### config.mk
export PLATFORM = sky130hd
export DESIGN_NAME = fft_stage0
export DESIGN_NICKNAME = d
export VERILOG_FILES = /design/src/verilog/fft_pkg.sv /design/src/verilog/bfly_ctrl.sv /design/src/verilog/bfly_addsub.sv /design/src/verilog/bfly_rotate.sv /design/src/verilog/fft_stage0.sv
export VERILOG_INCLUDE_DIRS = /design/src /design/src/verilog
export SDC_FILE = /design/constraint.sdc
export NUM_CORES = 1
export LEC_CHECK = 0
export BUFFER_PORTS_ARGS = -buffer_cell sky130_fd_sc_hd__buf_2
export CORE_UTILIZATION = 35
export DETAILED_ROUTE_END_ITERATION = 12
export PLACE_DENSITY = 0.57
export SYNTH_ARGS = -nofsm -noshare
export SYNTH_HDL_FRONTEND = slang
export SYNTH_SLANG_ARGS = --single-unit
### constraint.sdc
create_clock -name clk -period 6.2 [get_ports clk]
set_input_delay 0.93 -clock clk [delete_from_list [all_inputs] [get_ports clk]]
set_output_delay 0.93 -clock clk [all_outputs]
set_load 0.02 [all_outputs]
### src/verilog/fft_defines.svh
`ifndef FFT_DEFINES_SVH
`define FFT_DEFINES_SVH

// parallel lanes per input vector
`define FFT_LANES 4

// delay line length in valid vectors
// one block is 2 * FFT_DEPTH valid vectors
`define FFT_DEPTH 8

// input sample width, signed
`define FFT_IN_W 9

// butterfly output width, one growth bit over the input
`define FFT_OUT_W 10

`endif

### src/verilog/fft_pkg.sv
`include "fft_defines.svh"

package fft_pkg;

    // complex input sample
    typedef struct packed {
        logic signed [`FFT_IN_W-1:0] re;
        logic signed [`FFT_IN_W-1:0] im;
    } cplx_in_t;

    // complex butterfly output sample
    typedef struct packed {
        logic signed [`FFT_OUT_W-1:0] re;
        logic signed [`FFT_OUT_W-1:0] im;
    } cplx_out_t;

    // one sample per lane
    typedef cplx_in_t  [`FFT_LANES-1:0] lane_in_t;
    typedef cplx_out_t [`FFT_LANES-1:0] lane_out_t;

    // execute stage result handed to the result stage
    typedef struct packed {
        lane_out_t sum;    // delayed + new
        lane_out_t diff;   // delayed - new
        logic      rotate; // apply -j to diff
        logic      valid;  // pair holds a compute result
    } bfly_pair_t;

endpackage

### src/verilog/bfly_ctrl.sv
`include "fft_defines.svh"

module bfly_ctrl (
    input  logic clk,
    input  logic rst,
    input  logic valid,
    output logic compute,
    output logic rotate
);

    localparam int BLOCK      = 2 * `FFT_DEPTH;
    localparam int IDX_W      = $clog2(BLOCK);
    localparam int TWID_START = `FFT_DEPTH + `FFT_DEPTH / 2;

    logic [IDX_W-1:0] idx;   // position of the next valid vector in its block
    logic             last;  // final vector of a block
    logic             upper; // compute half
    logic             twid;  // last quarter, -j twiddle

    assign last  = (idx == IDX_W'(BLOCK - 1));
    assign upper = (idx >= IDX_W'(`FFT_DEPTH));
    assign twid  = (idx >= IDX_W'(TWID_START));

    // index only moves on valid cycles so gaps do not shift the pairing
    always_ff @(posedge clk or negedge rst) begin
        if (!rst) begin
            idx <= '0;
        end else if (valid) begin
            if (last) begin
                idx <= '0; // wrap into the next fill half
            end else begin
                idx <= idx + 1'b1;
            end
        end
    end

    assign compute = valid && upper;
    assign rotate  = twid;

endmodule

### src/verilog/bfly_addsub.sv
`include "fft_defines.svh"

module bfly_addsub (
    input  logic                clk,
    input  logic                rst,
    input  logic                valid,
    input  logic                compute,
    input  logic                rotate,
    input  fft_pkg::lane_in_t   din,
    output fft_pkg::bfly_pair_t pair
);

    import fft_pkg::*;

    lane_in_t  dly [`FFT_DEPTH]; // dly[0] newest
    lane_in_t  oldest;
    lane_out_t sum_d;
    lane_out_t diff_d;
    lane_out_t sum_q;
    lane_out_t diff_q;
    logic      rot_q;
    logic      vld_q;

    function automatic logic signed [`FFT_OUT_W-1:0] ext(input logic signed [`FFT_IN_W-1:0] x);
        return `FFT_OUT_W'(x); // sign extension
    endfunction

    // the vector pushed FFT_DEPTH valid cycles ago
    assign oldest = dly[`FFT_DEPTH-1];

    always_ff @(posedge clk or negedge rst) begin
        if (!rst) begin
            dly <= '{default: '0};
        end else if (valid) begin
            dly[0] <= din; // always takes din, fill or compute
            for (int i = 1; i < `FFT_DEPTH; i++) begin
                dly[i] <= dly[i-1];
            end
        end
    end

    // lane-wise butterfly
    always_comb begin
        for (int l = 0; l < `FFT_LANES; l++) begin
            sum_d[l].re  = ext(oldest[l].re) + ext(din[l].re);
            sum_d[l].im  = ext(oldest[l].im) + ext(din[l].im);
            diff_d[l].re = ext(oldest[l].re) - ext(din[l].re);
            diff_d[l].im = ext(oldest[l].im) - ext(din[l].im);
        end
    end

    always_ff @(posedge clk) begin
        if (compute) begin
            sum_q  <= sum_d;
            diff_q <= diff_d;
        end
    end

    always_ff @(posedge clk or negedge rst) begin
        if (!rst) begin
            vld_q <= 1'b0;
            rot_q <= 1'b0;
        end else begin
            vld_q <= compute;
            rot_q <= rotate;
        end
    end

    assign pair = '{sum: sum_q, diff: diff_q, rotate: rot_q, valid: vld_q};

endmodule

### src/verilog/bfly_rotate.sv
`include "fft_defines.svh"

module bfly_rotate (
    input  logic                clk,
    input  logic                rst,
    input  fft_pkg::bfly_pair_t pair,
    output fft_pkg::lane_out_t  bfly_p,
    output fft_pkg::lane_out_t  bfly_n,
    output logic                out_valid
);

    import fft_pkg::*;

    lane_out_t n_d;

    // multiply by -j: (a + jb) * -j = b - ja
    // a diff of two 9-bit values stays above -512, so negation is safe
    always_comb begin
        for (int l = 0; l < `FFT_LANES; l++) begin
            if (pair.rotate) begin
                n_d[l].re = pair.diff[l].im;
                n_d[l].im = -pair.diff[l].re;
            end else begin
                n_d[l] = pair.diff[l];
            end
        end
    end

    always_ff @(posedge clk or negedge rst) begin
        if (!rst) begin
            bfly_p    <= '0;
            bfly_n    <= '0;
            out_valid <= 1'b0;
        end else begin
            out_valid <= pair.valid; // one pulse per result
            if (pair.valid) begin
                bfly_p <= pair.sum;
                bfly_n <= n_d;
            end
        end
    end

endmodule

### src/verilog/fft_stage0.sv
module fft_stage0 (
    input  logic               clk,
    input  logic               rst,
    input  logic               valid,
    input  fft_pkg::lane_in_t  din,
    output fft_pkg::lane_out_t bfly_p,
    output fft_pkg::lane_out_t bfly_n,
    output logic               out_valid
);

    import fft_pkg::*;

    logic       compute;
    logic       rotate;
    bfly_pair_t pair;

    // decode
    bfly_ctrl i_ctrl (
        .clk     (clk),
        .rst     (rst),
        .valid   (valid),
        .compute (compute),
        .rotate  (rotate)
    );

    // execute, one cycle
    bfly_addsub i_addsub (
        .clk     (clk),
        .rst     (rst),
        .valid   (valid),
        .compute (compute),
        .rotate  (rotate),
        .din     (din),
        .pair    (pair)
    );

    // result, one more cycle
    bfly_rotate i_rotate (
        .clk       (clk),
        .rst       (rst),
        .pair      (pair),
        .bfly_p    (bfly_p),
        .bfly_n    (bfly_n),
        .out_valid (out_valid)
    );

endmodule

## Word-level counts from Yosys, hierarchy flattened

Cells that the tools add are included.

- Muxes and demuxes: 5
- $lt $le $gt $ge: 2
- Reductions and logical operators: 1
- Add/subtract/negate cells: 21
- Equality and inequality tests: 1

Operators by type and width:

| kind | count |
|---|---|
| adder 9 x 9 -> 10 bit | 8 |
| two-way mux 20 bit | 4 |
| subtractor 9 x 9 -> 10 bit | 8 |
| negation 10 bit | 4 |
| greater-or-equal comparator 4 bit, second input constant | 2 |
| adder 4 x 1 -> 4 bit, second input constant | 1 |
| equality test 4 bit, second input constant | 1 |
| two-way mux 4 bit | 1 |
| logical AND 1 bit | 1 |

- Bits in registers: 903
- Input port bits: 75

## Logic depth before layout (Yosys ltp)

- Depth in word-level cells: 2
- Depth in mapped cells: 9

## Cells and area by module

Synthesis repeated with hierarchy kept, for this count alone.

- Cells, all modules: 2916
- Area, all modules: 39666.8 µm²

Modules (own cells, without submodules):

| module | cells an instance | seq. area each (µm²) | area an instance (µm²) | times used |
|---|---|---|---|---|
| bfly_addsub | 2261 | 19028.2 | 32155.8 | 1 |
| bfly_rotate | 634 | 4028.9 | 7295.7 | 1 |
| bfly_ctrl | 21 | 100.1 | 215.2 | 1 |

## Worst setup path before layout

No wires, ideal clock.

- Kind: input -> register
- From: input port valid
- To: register i_addsub.sum_q (netlist bit i_addsub.pair[100]), enable pin
- Cell stages on the path: 4
- Required time: 5.669 ns
- Setup slack: 0.586 ns
- Arrival: 5.082 ns
- Cell sequence: buf_2 clkbuf_1 buf_2 and2_1

- Cells in the longest elaborated chain, start to end: 1

Ends and longest elaborated chain:

| item | line | RTL |
|---|---|---|
| from (decl) | fft_stage0.sv:4 | `input logic valid,` |
| logical AND 1 bit | bfly_ctrl.sv:37 | `assign compute = valid && upper;` |
| named net compute | fft_stage0.sv:13 | `logic compute;` |
| to (signal assigned) | bfly_addsub.sv:54 | `sum_q <= sum_d;` |
| to (decl) | bfly_addsub.sv:19 | `lane_out_t sum_q;` |

The timed path passes the listed nets, and every way through them passes these cells.
A chain may end at the register's enable or synchronous reset.

## Worst setup path in the final report

- From: input port valid
- To: register i_addsub.dly[574] (netlist name)

RTL lines:

| item | line | RTL |
|---|---|---|
| to (signal, indexed assignment) | bfly_addsub.sv:37 | `dly[i] <= dly[i-1];` |
| to (decl) | bfly_addsub.sv:15 | `` lane_in_t dly [`FFT_DEPTH]; `` |

No word-level cell between the ends.

==> metrics.sh <==
MAX_SLEW_VIO_COUNT=0
MAX_LAYER_USED='met5'
VIAS_PER_CELL=4.69
CRITPATHKIND='primary input to register'
SLEW_HEADROOM_PCT=20.5
DOMINANTREGCELLSYNTH='dfrtp_1'
KIND_OF_START_POINT_OF_THE_CRITICAL_PATH='primary input'
WL_MET3_UM=3510
POST_DRT_WL_PER_CELL_UM=16.7
FINAL_PERIOD_MINUS_WORST_SETUP_SLACK_NS=2.52
PIN_SLEW_WITH_THE_LEAST_HEADROOM_TO_ITS_LIMIT_NS=1.19
CRITPATHREQUIREDTIME_NS=6.74
ROUTE.DETAILED.DRC=0
POST-LAYOUT-TOTAL-POWER_mW=22.1
CORE_AREA_UM2=111000
NUM_ROWS=122
NUMCLOCKSINKS=895
PWR_DENSITY_CELL_nW_PER_UM2=483
MAX-CLOCK-PATH-BUFFERS=3
ROUTE.VIAS.TOTAL=21900
POST_SYNTH_NUM_CELL_TYPES=61
TIMING.SETUP.TNS_NS=0
SYNTHESIS.AREA_UM2=39500
POST-ROUTE-UTIL_PCT=41.2
SYNTH_EDF_COUNT=152
DP_HPWL_UM=52400
VIA_COUNT_OF_THE_FIRST_GLOBAL_ROUTING_PASS=22200
DR_WL_MET2_UM=35200
DIE-WIDTH_UM=338
GRT_START_MAX_NET_PINS=167
DRIVE_GT1_SHARE_PCT=34.7
MAX_CAP_VIOL_COUNT=0
OUTCOME='finished clean'
TIMING.CRITICAL_PATH.TO_TYPE='register'
DIE_AREA_UM2=114000
NET_COUNT_OF_THE_MAPPED_NETLIST=3109
WORST_PATH_MOST_REPEATED_CELL='buf_4'
UNREPAIRED_SETUP_ENDPOINTS_AFTER_GLOBAL_ROUTING='no'
DETAIL_ROUTE.WIRELENGTH.MET1_UM=37500
TRITONCTS_CLOCK_TREE='yes'
SETUP-VIOLATIONS-FINAL=0
FLOORPLAN.INITIALDENSITY_PCT=35.5
CLKSLEWWORSTSETUPHOLDPATHS_NS=0.06
CLKLATENCYLATEPIN_NS=0.67
YOSYSSEQAREASHARE_PCT=58.6
FIN_AREA_UM2=45800
TIMING_HOLD_VIOLATIONS_FINAL=0
CPMAXSTAGEDELAYCELL='buf_4'
FINCLKSKEW_NS=0.0224
FINAL_NETS=3340
HEIGHT_OF_THE_DIE_UM=338
MAX_FREQ_MHz=397
CRIT_FANOUT=60
IOS=236
WORST_HOLD_PATH_TYPE='primary input to asynchronous set/reset pin'
NUMBER_OF_DRC_VIOLATIONS_AFTER_DETAILED_ROUTING_ITERATION_0=1034
WORSTPATHCELLLIST='buf_8 -> buf_4 -> buf_4 -> mux2_2'
CTS_INSERTED_BUFFERS=102
LARGEST_STAGE_DELAY_ON_THE_CRITICAL_PATH_NS=0.64
PORTBUFFERS=235
STATIC-LEAKAGE-POWER_nW=19.5
GROUTE.USAGE.OVERALL_PCT=13.9
CTS_POST_SETUP_BUFFERS_INSERTED=0
REMAINING_NUMBER_OF_NETS_FLAGGED_BY_THE_ANTENNA_CHECK_AFTER_ROUTING=0
POST_CTS_SIZING=0
SYN-MEAN-INSTANCE-AREA_UM2=13.8
WHS_NS=0.293
NUMBER_OF_HOLD_BUFFERS_ADDED_AFTER_CTS=0
CRITPATHARRIVALTIME_NS=3.06
GRT_ANTENNA_BEFORE_REPAIR=10
CTSROOTBUFFERMASTER='clkbuf_16'
GLOBALROUTE.TOTALOVERFLOW=0
DRT_WL_TOTAL_UM=77900
AREA_GROWTH_SYN_TO_LAYOUT_PCT=16.0
SYNTH_CELLS=2868
MIN_PERIOD_OVER_PERIOD_PCT=40.6
ASR_FLOP_RATIO_SYNTH_PCT=83.0
CTS_HTREE_LEVELS=3
FIRST_PASS_ITERS=4
FIRST_PASS_GRT_WIRE_LENGTH_UM=125000
SYNTH-WARNING-COUNT=0
MAX-VDD-IR-DROP_V=0.000276
PLACED_AREA_UM2=42200
SYNTH.FF_LATCH_COUNT=895
GP_CONGESTION=0.792
## state kept, by name, summed over array words and instances (netlist names)
register,cells
i_rotate.bfly_p,80
i_rotate.bfly_n,80
i_rotate.out_valid,1
i_ctrl.idx,4
i_addsub.dly,576
i_addsub.pair,152
i_addsub.vld_q,1
i_addsub.rot_q,1
## cell families (layout without fill, tap and decap cells)
logic type,after synthesis,in the layout,share of synthesized area (%)
multiplexers,723,723,20.4
AO/OA/AOI/OAI,290,290,4.96
other,0,2,0
buffers and inverters,296,614,3.11
XOR/XNOR,137,137,3.04
AND/OR/NAND/NOR,361,361,4.34
adder cells (fa/ha/maj),166,166,5.56
flip-flops,895,895,58.6
## cells in the mapped netlist (8+ instances only)
library cell  number  area [um^2]
nor2b_1           41          257
dfrtp_1          743        18600
edfxtp_1         152         4560
clkbuf_1          30          113
o221ai_1          10         87.6
or3_1              8         50.1
buf_2             84          420
or2_2             10         62.6
a2111oi_2          9          135
a21o_1             9         67.6
a31oi_1           16          100
nor2_1           166          623
a21oi_1          122          611
nand2_1           35          131
nor3_1            25          125
o21ai_0           36          180
o21bai_1          18          135
nand2b_1          10         62.6
buf_1             14         52.6
o21a_1            10         75.1
mux2_2           643         7240
xor2_1            62          543
xnor2_1           75          657
inv_1            160          601
ha_1             150         1880
nand3_1           31          155
fa_1              16          320
mux2i_1           80          801
## cell type report
cell class                 instances  area (um^2)
fill                           10400        65500
sequential                       895        23200
multi-input combinational       1677        15100
clock buffer                     158         3170
tap                             1488         1860
timing repair buffer             258         1430
inverter                         165          619
clock inverter                    33          448
antenna                            2         5.00
## where the power goes
part           internal [mW]  switching [mW]  total, mW  leakage [nW]
combinational           2.95            3.52       6.46          7.55
sequential              8.13            1.17       9.31          10.1
clock                   3.93            2.41       6.34          1.78
## placed cells by master (no fill, tap or decap), drive strengths merged, types with 6 or more instances in the layout
cell,count
fa,16
nand2,35
nor2b,41
dfrtp,743
o21a,10
o21ai,37
buf,258
nor2,166
o2111ai,6
xor2,62
a2111oi,13
a21o,9
ha,150
mux2i,80
or2,10
clkinv,16
o21bai,18
nand3,31
nand4,6
xnor2,75
a21oi,124
clkbuf,158
bufinv,10
or3,8
nor3,25
mux2,643
nand2b,10
a31oi,16
o31ai,6
inv,170
o221ai,12
edfxtp,152
## stage by stage
step,instances,setup WS (ns)
after detailed placement,4483,2.93
after CTS,4674,3.65
after global placement,4483,2.93
after global routing,4675,3.53
after floorplan,2868,0.586
final,4676,3.68
## per-layer routing
layer  vias up  GRT usage [%]
met1     10900           19.3
li1      10500              -
met5         -              0
met2       310           21.5
met3       124           3.07
met4        16           4.32
## worst max-delay path: cells and delay by family
family / cells / cell delay (ns)
muxes: 1 / 0.40
buffers and inverters: 3 / 1.58
## path summary, 6_finish.rpt
| path | startpoint | to | slack, ns | cells after the start |
|---|---|---|---|---|
| max | valid | i_addsub.dly[574]$_DFFE_PN0P_ | 3.68 | 4 |
| min | rst | i_addsub.dly[247]$_DFFE_PN0P_ | 0.29 | 1 |
| max reg2reg | i_addsub.dly[45]$_DFFE_PN0P_ | i_addsub.pair[60]$_DFFE_PP_ | 3.79 | 9 |
| min reg2reg | i_addsub.pair[153]$_DFFE_PP_ | i_rotate.bfly_p[71]$_DFFE_PN0P_ | 0.47 | 1 |
| max in group asynchronous | rst | i_addsub.dly[391]$_DFFE_PN0P_ | 4.40 | 3 |
| min in group clk | i_addsub.pair[153]$_DFFE_PP_ | i_rotate.bfly_p[71]$_DFFE_PN0P_ | 0.47 | 1 |
Note: power is estimated with default switching activity, not from simulation.
